[config.mk]
export PLATFORM = sky130hd
export DESIGN_NAME = gps_channel
export DESIGN_NICKNAME = d
export VERILOG_FILES = /design/src/verilog/gps_code_pkg.sv /design/src/verilog/gps_reg_pkg.sv /design/src/verilog/chip_timing_if.sv /design/src/verilog/ca_code_gen.sv /design/src/verilog/code_nco.sv /design/src/verilog/correlator.sv /design/src/verilog/demod_ctrl.sv /design/src/verilog/gps_channel.sv
export SDC_FILE = /design/constraint.sdc
export NUM_CORES = 1
export LEC_CHECK = 0
export ABC_CLOCK_PERIOD_IN_PS = 6000
export BUFFER_PORTS_ARGS = -buffer_cell sky130_fd_sc_hd__buf_2
export CORE_ASPECT_RATIO = 0.7
export CORE_MARGIN = 2
export CORE_UTILIZATION = 45
export CTS_CLUSTER_SIZE = 14
export DETAILED_ROUTE_END_ITERATION = 8
export MAX_ROUTING_LAYER = met4
export PLACE_DENSITY_LB_ADDON = 0.12
export SYNTH_ARGS = -nofsm -noshare
export SYNTH_HDL_FRONTEND = slang
export SYNTH_SLANG_ARGS = --single-unit
[constraint.sdc]
create_clock -name clk -period 6 [get_ports clk]
set_input_delay 0.3 -clock clk [delete_from_list [all_inputs] [get_ports clk]]
set_output_delay 0.3 -clock clk [all_outputs]
set_load 0.05 [all_outputs]
[src/verilog/gps_code_pkg.sv]
// C/A code, NCO phase and integrator definitions shared by the correlator channel datapath
`default_nettype none

package gps_code_pkg;

    ////////////////////
    // Code geometry

    // Chips in one C/A epoch
    localparam int unsigned ca_code_len = 1023;

    // Chip index within an epoch
    typedef logic [9:0] chip_idx_t;

    ////////////////////
    // NCOs

    // Phase accumulator word, also used for the rate
    typedef logic [31:0] phase_t;

    ////////////////////
    // Integrators

    // Holds +/-4092, one epoch at four clocks per chip
    localparam int unsigned integ_bits = 14;
    typedef logic signed [integ_bits-1:0] integ_t;

    // ip, qp, ie, qe, il, ql
    localparam int unsigned n_integ = 6;

    // Serial dump length, all sums back to back
    localparam int unsigned ser_len = n_integ * integ_bits;

endpackage

`default_nettype wire

[src/verilog/gps_reg_pkg.sv]
// CPU register port layout: opcode bits, bus word types and satellite select fields
`default_nettype none

package gps_reg_pkg;

    // Opcode and data words from the CPU
    typedef logic [15:0] op_t;
    typedef logic [31:0] word_t;

    ////////////////////
    // Opcode bits, any combination per write
    localparam int unsigned op_set_sat    = 0;
    localparam int unsigned op_set_pause  = 1;
    localparam int unsigned op_set_lo_nco = 2;
    localparam int unsigned op_set_cg_nco = 3;

    ////////////////////
    // Satellite select word
    // G2 initial state or G2 tap mask
    localparam int unsigned sat_init_lsb    = 0;
    localparam int unsigned sat_init_msb    = 9;
    // 1 preloads G2, 0 treats init as a tap mask
    localparam int unsigned sat_g2_init_bit = 10;

endpackage

`default_nettype wire
[src/verilog/chip_timing_if.sv]
// Chip timing bundle between the channel control block, code NCO, code generator and correlator
`timescale 1ns/1ps
`default_nettype none

interface chip_timing_if (
    input logic clk
);

    // Carries out of code NCO bits 30 and 31
    logic half_chip;
    logic full_chip;

    // Full chip with the pause gate applied
    logic chip_en;

    // Early, prompt and late code chips
    logic code_e;
    logic code_p;
    logic code_l;

    // One cycle after epoch
    logic dump;

    modport nco (
        input  clk,
        output half_chip, full_chip
    );

    modport ctrl (
        input  clk, half_chip, full_chip, code_e,
        output chip_en, code_p, code_l, dump
    );

    modport codegen (
        input  clk, chip_en,
        output code_e
    );

    modport corr (
        input  clk, code_e, code_p, code_l, dump
    );

endinterface

`default_nettype wire

[src/verilog/ca_code_gen.sv]
// GPS C/A Gold code generator, G1 and G2 LFSRs with G2 preload or G2 tap-mask selection
`timescale 1ns/1ps
`default_nettype none

module ca_code_gen (
    input  logic                    clk,
    input  logic                    rst,
    input  logic                    g2_init,
    input  gps_code_pkg::chip_idx_t init,
    input  logic                    sat_load,
    chip_timing_if.codegen          tim
);

    // Stage k of each LFSR sits in bit k-1
    logic [9:0] g1;
    logic [9:0] g2;
    logic       g1_fb;
    logic       g2_fb;
    logic       g2_out;

    ////////////////////
    // Feedback

    // G1 taps 3 and 10
    assign g1_fb = g1[2] ^ g1[9];

    // G2 taps 2, 3, 6, 8, 9 and 10
    assign g2_fb = g2[1] ^ g2[2] ^ g2[5] ^ g2[7] ^ g2[8] ^ g2[9];

    ////////////////////
    // Output

    // Preload mode reads stage 10, tap mode takes parity of selected stages
    assign g2_out = g2_init ? g2[9] : ^(g2 & init);

    assign tim.code_e = g1[9] ^ g2_out;

    ////////////////////
    // Shift registers

    always_ff @(posedge clk) begin
        if (rst || sat_load) begin
            g1 <= '1;
            // All ones too when init is a tap mask
            g2 <= g2_init ? init : '1;
        end else if (tim.chip_en) begin
            g1 <= {g1[8:0], g1_fb};
            g2 <= {g2[8:0], g2_fb};
        end
    end

endmodule

`default_nettype wire

[src/verilog/code_nco.sv]
// Code phase NCO, a 32-bit accumulator whose top two carries mark half and full chips
`timescale 1ns/1ps
`default_nettype none

module code_nco (
    input  logic                 clk,
    input  logic                 rst,
    input  gps_code_pkg::phase_t cg_rate,
    input  logic                 run,
    chip_timing_if.nco           tim
);

    gps_code_pkg::phase_t phase;
    logic [32:0]          sum;

    // Bit 32 is the carry out of bit 31
    assign sum = {1'b0, phase} + {1'b0, cg_rate};

    // Full chip, wrap of the whole phase
    assign tim.full_chip = sum[32];
    // Carry into bit 31 recovered from the sum bit
    assign tim.half_chip = sum[31] ^ phase[31] ^ cg_rate[31];

    ////////////////////
    // Phase register

    // Frozen while the code is paused
    always_ff @(posedge clk) begin
        if (rst) begin
            phase <= '0;
        end else if (run) begin
            phase <= sum[31:0];
        end
    end

endmodule

`default_nettype wire

[src/verilog/correlator.sv]
// Correlator: carrier NCO, early/prompt/late I and Q mixers, epoch integrators and serial dump
`timescale 1ns/1ps
`default_nettype none

module correlator (
    input  logic                 clk,
    input  logic                 rst,
    input  logic                 sample,
    input  gps_code_pkg::phase_t lo_rate,
    input  logic                 shift,
    output logic                 sout,
    chip_timing_if.corr          tim
);

    gps_code_pkg::phase_t lo_phase;
    logic                 lo_i;
    logic                 lo_q;

    // Index order ip, qp, ie, qe, il, ql
    logic [gps_code_pkg::n_integ-1:0] mix;
    gps_code_pkg::integ_t             integ [gps_code_pkg::n_integ];
    logic [gps_code_pkg::ser_len-1:0] ser;

    ////////////////////
    // Carrier NCO

    always_ff @(posedge clk) begin
        if (rst) begin
            lo_phase <= '0;
        end else begin
            lo_phase <= lo_phase + lo_rate;
        end
    end

    // Quadrant patterns 0011 for I and 0110 for Q, both 0 at phase 0
    assign lo_i = lo_phase[31];
    assign lo_q = lo_phase[31] ^ lo_phase[30];

    ////////////////////
    // Mixers

    always_ff @(posedge clk) begin
        mix[0] <= sample ^ tim.code_p ^ lo_i;
        mix[1] <= sample ^ tim.code_p ^ lo_q;
        mix[2] <= sample ^ tim.code_e ^ lo_i;
        mix[3] <= sample ^ tim.code_e ^ lo_q;
        mix[4] <= sample ^ tim.code_l ^ lo_i;
        mix[5] <= sample ^ tim.code_l ^ lo_q;
    end

    ////////////////////
    // Integrators

    // A 0 product counts up, a 1 product counts down
    always_ff @(posedge clk) begin
        if (rst) begin
            for (int i = 0; i < gps_code_pkg::n_integ; i++) begin
                integ[i] <= '0;
            end
        end else begin
            for (int i = 0; i < gps_code_pkg::n_integ; i++) begin
                // Dump restarts the sum at the current product
                integ[i] <= (tim.dump ? gps_code_pkg::integ_t'(0) : integ[i])
                            + (mix[i] ? gps_code_pkg::integ_t'(-1) : gps_code_pkg::integ_t'(1));
            end
        end
    end

    ////////////////////
    // Serial dump

    // Captures the finished sums, ip first and MSB first
    always_ff @(posedge clk) begin
        if (tim.dump) begin
            for (int i = 0; i < gps_code_pkg::n_integ; i++) begin
                ser[gps_code_pkg::ser_len - 1 - i * gps_code_pkg::integ_bits
                    -: gps_code_pkg::integ_bits] <= integ[i];
            end
        end else if (shift) begin
            ser <= ser << 1;
        end
    end

    assign sout = ser[gps_code_pkg::ser_len-1];

endmodule

`default_nettype wire

[src/verilog/demod_ctrl.sv]
// Channel control: register decode, code pause, chip count, epoch and prompt/late chip timing
`timescale 1ns/1ps
`default_nettype none

module demod_ctrl (
    input  logic                    clk,
    input  logic                    rst,
    input  logic                    wr_reg,
    input  gps_reg_pkg::op_t        op,
    input  gps_reg_pkg::word_t      tos,
    input  logic                    cg_resume,
    output gps_code_pkg::phase_t    lo_rate,
    output gps_code_pkg::phase_t    cg_rate,
    output logic                    g2_init,
    output gps_code_pkg::chip_idx_t init,
    output logic                    sat_load,
    output logic                    cg_en,
    output gps_code_pkg::chip_idx_t nchip,
    output logic                    epoch,
    chip_timing_if.ctrl             tim
);

    ////////////////////
    // Register writes

    always_ff @(posedge clk) begin
        if (rst) begin
            lo_rate  <= '0;
            cg_rate  <= '0;
            g2_init  <= 1'b1;
            init     <= '1;
            sat_load <= 1'b0;
        end else begin
            if (wr_reg && op[gps_reg_pkg::op_set_lo_nco]) begin
                lo_rate <= tos;
            end
            if (wr_reg && op[gps_reg_pkg::op_set_cg_nco]) begin
                cg_rate <= tos;
            end
            if (wr_reg && op[gps_reg_pkg::op_set_sat]) begin
                g2_init <= tos[gps_reg_pkg::sat_g2_init_bit];
                init    <= tos[gps_reg_pkg::sat_init_msb:gps_reg_pkg::sat_init_lsb];
            end
            // Code generator reloads one cycle later, from the new init
            sat_load <= wr_reg && op[gps_reg_pkg::op_set_sat];
        end
    end

    ////////////////////
    // Code pause

    // Pause write closes the gate, cg_resume reopens it
    always_ff @(posedge clk) begin
        if (rst) begin
            cg_en <= 1'b1;
        end else if (wr_reg && op[gps_reg_pkg::op_set_pause]) begin
            cg_en <= 1'b0;
        end else if (!cg_en) begin
            cg_en <= cg_resume;
        end
    end

    assign tim.chip_en = tim.full_chip & cg_en;

    ////////////////////
    // Chip count, epoch, prompt and late chips

    always_ff @(posedge clk) begin
        if (rst) begin
            nchip      <= '0;
            epoch      <= 1'b0;
            tim.dump   <= 1'b0;
            tim.code_p <= 1'b0;
            tim.code_l <= 1'b0;
        end else begin
            if (tim.chip_en) begin
                nchip <= (nchip == gps_code_pkg::chip_idx_t'(gps_code_pkg::ca_code_len - 1))
                         ? '0 : nchip + 1'b1;
            end
            // Mid chip, early becomes prompt
            if (tim.half_chip && !tim.full_chip) begin
                tim.code_p <= tim.code_e;
            end
            // Chip edge, prompt becomes late
            if (tim.full_chip) begin
                tim.code_l <= tim.code_p;
            end
            // Epoch marks the middle of chip 0
            epoch    <= tim.half_chip && !tim.full_chip && (nchip == '0);
            tim.dump <= epoch;
        end
    end

endmodule

`default_nettype wire

[src/verilog/gps_channel.sv]
// GPS L1 C/A correlator channel top level, one instance per tracked satellite
`timescale 1ns/1ps
`default_nettype none

module gps_channel (
    input  logic                    clk,
    input  logic                    rst,
    input  logic                    sample,
    input  logic                    wr_reg,
    input  gps_reg_pkg::op_t        op,
    input  gps_reg_pkg::word_t      tos,
    input  logic                    cg_resume,
    input  logic                    shift,
    output logic                    sout,
    output logic                    epoch,
    output gps_code_pkg::chip_idx_t nchip
);

    gps_code_pkg::phase_t    lo_rate;
    gps_code_pkg::phase_t    cg_rate;
    logic                    g2_init;
    gps_code_pkg::chip_idx_t init;
    logic                    sat_load;
    logic                    cg_en;

    // Chip strobes and code chips between the blocks
    chip_timing_if tim_if (.clk(clk));

    demod_ctrl ctrl_i (
        .clk       (clk),
        .rst       (rst),
        .wr_reg    (wr_reg),
        .op        (op),
        .tos       (tos),
        .cg_resume (cg_resume),
        .lo_rate   (lo_rate),
        .cg_rate   (cg_rate),
        .g2_init   (g2_init),
        .init      (init),
        .sat_load  (sat_load),
        .cg_en     (cg_en),
        .nchip     (nchip),
        .epoch     (epoch),
        .tim       (tim_if.ctrl)
    );

    // Code phase stops while paused
    code_nco nco_i (
        .clk     (clk),
        .rst     (rst),
        .cg_rate (cg_rate),
        .run     (cg_en),
        .tim     (tim_if.nco)
    );

    ca_code_gen code_i (
        .clk      (clk),
        .rst      (rst),
        .g2_init  (g2_init),
        .init     (init),
        .sat_load (sat_load),
        .tim      (tim_if.codegen)
    );

    correlator corr_i (
        .clk     (clk),
        .rst     (rst),
        .sample  (sample),
        .lo_rate (lo_rate),
        .shift   (shift),
        .sout    (sout),
        .tim     (tim_if.corr)
    );

endmodule

`default_nettype wire

==> impl.org, run 1 <==
** Pwr
- IR analysis of the VDD net gives a maximum drop of 0.262 mV.
- Internal power component :: 5.86 mW
- In this run the power spent charging and discharging nets is 2.77 mW.
- Portion of total power attributed to the clock network :: 0.294
- Leakage power of the design :: 9.13 nW
- Net Sw Frac :: 0.321
- The share of total power dissipated in sequential elements is 0.358.
- Power share of the combinational group :: 0.348
- Dividing total power by cell area gives a power density of 408 nW/µm².

** Synth
- Cell with the most instances after synthesis :: nand2_1
- Synthesis handed over a netlist of 2,069 instances.
- After synthesis, the share of flip-flops with an asynchronous set or reset is 0.
- The mapped netlist covers 19,100 µm².
- Number of register bits inferred by synthesis :: 349
- Synth top area share :: 0.267
- The most used flip-flop cell after synthesis is dfxtp_1.
- Of the synthesized area, sequential elements account for 0.415.
- Of all cell types, the one taking the most synthesized area is dfxtp_1.
- Ranked by total cell area, the synthesized netlist is headed by dfxtp_1 27%, edfxtp_1 15%, ha_1 9.0%.
- Number of library cell types mapped by synthesis :: 79
- Count of synthesis-stage warnings from yosys :: 0
- Post-Syn Area per Cell :: 9.23 µm²
- Most frequent cells after synthesis :: 257 x nand2_1, 255 x dfxtp_1, 176 x nor2_1, 156 x a21oi_1, 138 x ha_1
- Post-synth net total :: 2,269
- Counting flops with a built-in enable in the synthesized netlist gives 94.

** GRT
- Pin count of the biggest net entering global routing :: 164
- Number of global-route vias before repair :: 13,600
- The first global-routing pass estimated 70,300 µm of wire.
- Antenna violations before repair :: 0
- Global-route congestion overflow total :: 0
- Total Routing Usage GR :: 0.199

** Die
- The region available for standard cell placement spans 42,100 µm².
- For this configuration, the core starts out at a cell density of 0.454.
- Die boundary height :: 176 µm
- Chip Width :: 250 µm
- The die covers 44,100 µm².
- Top-level port count :: 66
- Placement Rows :: 63

** Routing
- Count of antenna-violating nets left after detailed routing :: 0
- After detailed routing, the number of vias per cell comes to 5.39.
- For this run, design rule violations remaining after detail routing come to 0.
- Post-detailed-routing wire length :: 42,600 µm
- In the final routed layout, each cell accounts on average for 16.0 µm.
- For this block, the via count after detailed routing is 14,400.
- The first detailed-routing pass took 7 iterations.
- Starting DRC count in detailed routing :: 935

** Finish
- After the last flow step, the layout net total stands at 2,285.
- Number of inserted filler cells in the final layout :: 4,029
- Number of antenna diodes :: 0
- Share of the core filled with cells in the final layout :: 0.503
- Area added between synthesis and finish :: 10.9%
- In the final layout, the share of cells above drive strength 1 is 0.116.

** STA
- Setup violations remaining at the end of the flow were counted as 0.
- Post-layout minimum cycle time :: 3.45 ns
- In the finished design, the share of the clock period the worst path needs comes to 0.575.
- Across the routed clock network, the largest skew measured is 0.0162 ns.
- Setup repair after global routing left no endpoint under its margin.
- For the final routed database, the setup TNS stands at 0 ns.
- The max-slew violation count was 0.
- Tightest Pin Transition :: 0.859 ns
- The final hold violation count was 0.
- Based on the critical path, the design can be clocked at up to 0.290 GHz.
- Normalized max-slew margin :: 0.422

** Setup path
- The largest single stage delay on the critical path is 0.43 ns.
- Worst Reg-to-Reg Cells :: 12
- On the critical path, the stage with the largest delay is an instance of or4_1.
- Worst Setup Start Kind :: flip-flop
- Required time at the endpoint of the critical path :: 6.45 ns
- Critical-path maximum fanout :: 20
- Endpoint kind of the worst setup timing path :: flip-flop
- Arrival time at the worst endpoint :: 3.90 ns
- Critical path's most frequent cell :: a21oi_1
- Cell-by-cell trace of the critical path :: ha_1 -> inv_1 -> fa_1 -> nand2b_1 -> a21oi_1 -> o21ai_1 -> a211oi_1 -> o2111a_1 -> o21a_2 -> nand2_2 -> or4_1 -> a21oi_1
- The critical path in this run is classified as reg -> reg.

** Hold path
- Along the worst hold path, the cell count comes to 3.
- The worst hold path belongs to the class in -> reg.

** Place
- The congestion estimate from routability-driven global placement came to 0.881.
- After legalization and detailed placement, the total HPWL measured 28,700 µm.
- I/O Buffers :: 53

** CTS
- The longest clock path from root to sink contains 3 buffers.
- In this run, post-CTS repair resized a total of 0 instances.
- Clock tree synthesis selected as its root buffer the cell clkbuf_16.
- Register clock-pin slew on the reported worst setup and hold paths :: 0.06 ns
- Number of buffers added by the clock tree synthesis step :: 38
- TritonCTS built the clock tree.
- Worst-Skew Late Latency :: 0.53 ns
- Sink count of the clock tree :: 349
- Number of levels the H-tree was split into :: 2

** Job
- Max-cap violations in this run came to 0.

** Status
- Result of the run :: completed
## power groups by stage
stage | clock network, mW | logic, mW | registers (mW)
3_3_place_gp | 0 | 2.94 | 3.13
2_1_floorplan | 0 | 2.51 | 3.07
6_report | 2.54 | 3.01 | 3.09
5_1_grt | 2.70 | 3.42 | 3.15
4_1_cts | 2.61 | 3.02 | 3.10
3_5_place_dp | 0 | 2.99 | 3.14
## stage by stage
| step | instances | worst slack [ns] | hold WS (ns) | cell area, µm² | total power, mW |
|---|---|---|---|---|---|
| floorplan | 2069 | 2.95 | 0.433 | 19100 | 5.58 |
| global placement | 2596 | 2.56 | 0.446 | 19800 | 6.06 |
| detailed placement | 2596 | 2.60 | 0.454 | 19800 | 6.13 |
| CTS | 2665 | 2.55 | 0.000811 | 21200 | 8.73 |
| global route | 2665 | 2.23 | 0.0169 | 21200 | 9.27 |
| finish | 2665 | 2.55 | 0.0324 | 21200 | 8.64 |
## kinds of logic (layout without fill, tap and decap cells)
group | count (synthesis) | after routing | share of synthesized area
xor gates and xnor gates | 132 | 132 | 0.0605
DFF | 349 | 349 | 0.415
AOI/OAI and AO/OA | 441 | 441 | 0.151
adders and majority gates | 146 | 146 | 0.0988
and+or+nand+nor | 745 | 745 | 0.184
buffers and inverters | 152 | 196 | 0.0308
muxes | 104 | 104 | 0.0600
## routing by layer
metal  GRT usage  up-vias  routed length [µm]
met5           -        -                   0
met4      0.0447        0                 705
met3      0.0336       50                1990
met2       0.283      216               17000
met1       0.294     6761               22900
li1            -     7348                   -
## layout by cell type, fill, tap and decap left out, drive strengths merged, types with 7 or more instances in the layout
master  instances
dfxtp         255
nand2         259
o21ai          80
a21o           44
clkbuf         52
mux2           84
o31ai          20
clkinv          9
or3            10
a21oi         159
nor2          176
edfxtp         94
fa              8
xor2           37
nor4            9
ha            138
nor3           57
nor2b          93
o21bai         12
o21a           31
nand4           9
a211oi         11
xnor2          95
or2             8
mux2i          20
o41ai           8
or4             7
o2111a          7
a41o            7
nand2b         28
nand3          63
a31oi          17
inv            63
buf            63
## final timing paths
kind	startpoint	end	slack [ns]
setup / recovery	ctrl_i.cg_rate[0]$_SDFFE_PP0P_	ctrl_i.nchip[5]$_SDFFE_PP0P_	2.55
setup reg to reg	ctrl_i.cg_rate[0]$_SDFFE_PP0P_	ctrl_i.nchip[5]$_SDFFE_PP0P_	2.55
hold / removal	tos[13]	ctrl_i.cg_rate[13]$_SDFFE_PP0P_	0.03
hold reg to reg	nco_i.phase[30]$_SDFFE_PP0P_	nco_i.phase[30]$_SDFFE_PP0P_	0.46
## cell type report
class | count | area [µm²] | share of cell area
inverter | 64 | 240 | 0.0113
timing repair buffer | 64 | 382 | 0.0180
tap | 552 | 691 | 0.0326
sequential | 349 | 7930 | 0.374
multi-input combinational | 1568 | 10600 | 0.500
clock buffer | 52 | 1120 | 0.0528
clock inverter | 16 | 235 | 0.0111
## worst max-delay path, delay by kind of cell, from the launching register on
family	cells	cell delay [ns]
AOI/OAI and AO/OA	6	1.63
and+or+nand+nor	3	0.72
adders and majority gates	2	0.61
DFF	1	0.35
buffers and inverters	1	0.07
## registers in the layout, summed over array words and instances (netlist names), 6 cells and up
| register | cells |
|---|---|
| code_i.g1 | 10 |
| code_i.g2 | 10 |
| corr_i.integ | 84 |
| corr_i.lo_phase | 32 |
| corr_i.mix | 6 |
| corr_i.ser | 84 |
| ctrl_i.cg_rate | 32 |
| ctrl_i.init | 10 |
| ctrl_i.lo_rate | 32 |
| ctrl_i.nchip | 10 |
| nco_i.phase | 32 |
## timing repair
action,4_1_cts,5_1_grt
endpoints found under the setup margin,0,0
endpoints found under the hold margin,1,0
buffers inserted,0,0
hold buffers,1,0
(Power assumes the default switching activity.)
==> run 2, diff against run 1 <==
--- a/config.mk
+++ b/config.mk
@@ -5,7 +5,8 @@
 export SDC_FILE = /design/constraint.sdc
 export NUM_CORES = 1
 export LEC_CHECK = 0
-export ABC_CLOCK_PERIOD_IN_PS = 6000
+export ABC_AREA = 1
+export ABC_CLOCK_PERIOD_IN_PS = 3300
 export BUFFER_PORTS_ARGS = -buffer_cell sky130_fd_sc_hd__buf_2
 export CORE_ASPECT_RATIO = 0.7
 export CORE_MARGIN = 2
==> constraint.sdc (replaced) <==
create_clock -name clk -period 3.3 [get_ports clk]
set_input_delay 0.165 -clock clk [delete_from_list [all_inputs] [get_ports clk]]
set_output_delay 0.165 -clock clk [all_outputs]
set_load 0.05 [all_outputs]
==> run 2 against run 1 <==
Sequential power is 86% higher. Critical path type unchanged. Critical endpoint is now ctrl_i.nchip[2]$_SDFFE_PP0P_. Via count is 21% higher. Highest routed layer unchanged. Combinational power is 110% higher.
==> impl.org, run 2 <==
** GRT
- The global routing met1 resource utilization was 0.357 (+0.0630).
- GR Util met3 :: 0.0360 (+0.00239)
- The number of antenna violations at the first check in global routing came to 0 (unchanged).
- The total congestion overflow is 0 (unchanged).
- Global-route wire length before repair :: 80,100 µm (+14%)
- Number of global-route vias before repair :: 15,500 (+14%)
- Met2 usage :: 0.293 (+0.00958)
- The maximum number of pins on one net before global-route repair was 86 (-48%).
- Global route hottest layer :: met1
- The overall global routing resource usage is 0.224 (+0.0252).

** Routing
- The total iterations of the first detailed-routing run is 5 (-2).
- The detail-routed via count per cell was 5.18 (-4.0%).
- The DRC violation count after routing came to 0 (unchanged).
- Starting DRC count in detailed routing :: 1,211 (+30%)
- The via count of the routed design is 17,400 (+21%).
- Post-detailed-routing wire length :: 50,000 µm (+17%)
- Average detailed-routed wire length per instance :: 14.9 µm (-7.0%)
- Count of antenna-violating nets left after detailed routing :: 0 (unchanged)

** Finish
- Share of final-layout standard cells stronger than drive strength 1 :: 0.0632 (-0.0527)
- In the layout the commonest cells are 532 x nand2_1, 390 x nor2_1, 295 x o21ai_0.
- Number of antenna diodes :: 0 (unchanged)
- The final net count came to 2,938 (+29%).
- The largest registers in the layout are corr_i.integ x84, corr_i.ser x84.
- Area added between synthesis and finish :: 12.5%
- Number of inserted filler cells in the final layout :: 4,249 (+5.5%)
- Share of the core filled with cells in the final layout :: 0.510 (+0.00634)
- Most common cell after layout, fill and taps aside :: nand2_1

** CTS
- Number of buffers added by the clock tree synthesis step :: 38 (unchanged)
- The post-cts sizing count came to 0 (unchanged).
- Worst-Skew Late Latency :: 0.54 ns (about the same)
- Sink count of the clock tree :: 349 (unchanged)
- TritonCTS clock tree :: yes
- The deepest clock path buffer count came to 3 (unchanged).
- Register clock-pin slew on the reported worst setup and hold paths :: 0.06 ns (about the same)
- The root buffer cell chosen for the clock tree is clkbuf_16.
- The H-tree depth reported by CTS was 2 (unchanged).

** Pwr
- The static leakage power was 10.3 nW (+13%).
- The cell area power density was 734 nW/µm² (+80%).
- The maximum vdd ir drop came to 0.345 mV (+32%).

** STA
- Setup repair after global routing left no endpoint under its margin.
- The upper clock frequency limit is 0.371 GHz (+28%).
- Tightest Pin Transition :: 1.20 ns (+0.338 ns)
- Share of the clock period used by the worst path :: 0.816 (+0.241)
- The max-slew violation count came to 0 (unchanged).
- Post-layout minimum cycle time :: 2.69 ns (-0.759 ns)
- The relative slew slack is 0.201 (-0.221).
- The final total negative setup slack was 0 ns (unchanged).
- Worst clock skew on the final layout :: 0.0177 ns (+0.00144 ns)
- The final setup violation count was 0 (unchanged).
- Final hold viol count :: 0 (unchanged)

** Hold path
- The path class of the tightest hold or removal check is in -> reg.

** Synth
- Largest cells by area after synthesis :: dfxtp_1 26%, edfxtp_1 14%, nand2_1 10%
- Among all flip-flop cells after synthesis, the most frequent one is dfxtp_1.
- The number of distinct library cells after synthesis came to 42 (-47%).
- Post-synth net total :: 2,876 (+27%)
- Number of register bits inferred by synthesis :: 349 (unchanged)
- Post-Syn Area per Cell :: 7.36 µm² (-20%)
- Synth top area share :: 0.259 (-0.00813)
- Proportion of register bits with asynchronous set or reset after synthesis :: 0 (unchanged)
- Count of flip-flops with a built-in enable after synthesis :: 94 (unchanged)
- The sequential area share after synthesis is 0.402 (-0.0126).
- Synthesized instance count :: 2,676 (+29%)
- The commonest cells after synthesis are 532 x nand2_1, 391 x nor2_1, 295 x o21ai_0, 281 x inv_1, 255 x dfxtp_1.
- The number of warnings printed during yosys synthesis was 0 (unchanged).
- Summed instance area of the synthesized netlist :: 19,700 µm² (+3.1%)
- Post-synth top area cell :: dfxtp_1
- nand2_1 is the most common cell in the netlist.

** Place
- Routability Congestion :: 0.946 (+7.3%)
- The sum of net half-perimeters after detailed placement was 35,800 µm (+25%).
- I/O Buffers :: 53 (unchanged)

** Setup path
- Termination of the worst setup path :: ctrl_i.nchip[2]$_SDFFE_PP0P_
- Arrival time at the worst endpoint :: 3.11 ns (-0.79 ns)
- Beginning of the critical path :: ctrl_i.cg_rate[0]$_SDFFE_PP0P_
- Critical-path maximum fanout :: 22 (+10%)
- The worst reg-to-reg path cell count came to 14 (+2).
- Critical R2R Launch :: ctrl_i.cg_rate[0]$_SDFFE_PP0P_
- The worst setup path is launched from a flip-flop.
- The worst register-to-register path ends at ctrl_i.nchip[2]$_SDFFE_PP0P_.
- The data required time at the worst endpoint is 3.72 ns (-2.73 ns).
- STA classifies the critical path endpoint as a flip-flop.
- The critical path is of the reg -> reg type.
- The minimum setup slack among reg-to-reg paths was 0.61 ns (-1.94 ns).

** Die
- Floorplan core area :: 43,500 µm² (+3.3%)
- The overall die width is 254 µm (+1.5%).
- Die boundary height :: 179 µm (+1.5%)
- Effective utilization at floorplan :: 0.453 (-0.000712)
- The row count came to 64 (+1.6%).
- Total die area :: 45,500 µm² (+3.1%)
- The count of boundary I/O pins came to 66 (unchanged).

** Status
- The run finished with clean final reports.

** Job
- Reported max-cap violation count :: 0 (unchanged)
[run 2: cell types whose count changed after synthesis, moves of 20 or more]
cell	previous run	this run
nor2b_1	93	0
a21oi_1	156	248
nor2_1	176	391
nand2_1	257	532
mux2_2	84	0
nor3_1	57	30
inv_1	62	281
a21o_1	44	15
nand2b_1	28	0
nand3_1	61	103
o21ai_0	67	295
mux2i_1	20	0
xnor2_1	95	15
[run 2: worst max-delay path: stages, from the launching register on]
cell     delay, ns
dfxtp_1       0.34
ha_1          0.17
inv_1         0.06
fa_1          0.42
o21ai_2       0.28
a21oi_2       0.14
o21ai_2       0.26
nand2_1       0.10
nand2_2       0.14
nand2_4       0.05
buf_4         0.21
inv_4         0.20
nand2_1       0.08
nand2_1       0.07
a21oi_2       0.05
[run 2: per-layer routing]
layer / up-vias / wire, µm
li1: 9027 / -
met1: 7928 / 27900
met2: 380 / 18400
met3: 61 / 2990
met4: 0 / 652
met5: - / 0
[run 2: worst min path at each step]
stage / startpoint / endpoint / slack [ns] / depth (start not counted)
4_1_cts: sample / corr_i.mix[3]$_DFF_P_ / 0.02 / 4
2_1_floorplan: tos[0] / ctrl_i.init[0]$_SDFFE_PP1P_ / 0.28 / 2
3_5_place_dp: cg_resume / ctrl_i.cg_en$_SDFF_PP1_ / 0.40 / 3
3_3_place_gp: cg_resume / ctrl_i.cg_en$_SDFF_PP1_ / 0.39 / 3
6_report: sample / corr_i.mix[3]$_DFF_P_ / 0.05 / 4
5_1_grt: sample / corr_i.mix[3]$_DFF_P_ / 0.07 / 4
[run 2: power by group]
group	switching [mW]	leakage [nW]	internal, mW
logic	3.99	6.68	2.22
registers	0.412	3.04	5.35
clock network	1.77	0.610	2.53
[run 2: cells by family (layout without fill, tap and decap cells)]
| family | Yosys count | in the layout | share of synthesized area |
|---|---|---|---|
| AND/OR/NAND/NOR | 1107 | 1107 | 0.227 |
| AO/OA/AOI/OAI | 656 | 656 | 0.181 |
| buffers and inverters | 369 | 460 | 0.0716 |
| flip-flops | 349 | 349 | 0.402 |
| adder cells (fa/ha/maj) | 146 | 146 | 0.0958 |
| XOR/XNOR | 49 | 49 | 0.0218 |
[run 2: area by class of cell]
type | instances | area, µm² | area share
sequential | 349 | 7930 | 0.358
clock inverter | 14 | 105 | 0.00474
tap | 594 | 743 | 0.0335
inverter | 284 | 1070 | 0.0484
clock buffer | 55 | 1160 | 0.0523
multi-input combinational | 1958 | 10400 | 0.468
timing repair buffer | 107 | 781 | 0.0352
[run 2: stage by stage]
stage | cells | hold WS, ns | instance area (µm²) | setup slack, ns | total power [mW]
finish | 3361 | 0.0505 | 22200 | 0.606 | 16.3
floorplan | 2676 | 0.278 | 19700 | 0.566 | 10.6
global placement | 3258 | 0.389 | 20600 | 0.591 | 11.8
global route | 3361 | 0.0670 | 22200 | 0.339 | 17.6
detailed placement | 3258 | 0.403 | 20600 | 0.595 | 11.9
CTS | 3361 | 0.0158 | 22200 | 0.586 | 16.3
[run 2: what timing repair did]
item	4_1_cts	5_1_grt
setup buffers	0	0
endpoints found under the hold margin	60	0
hold buffers	34	0
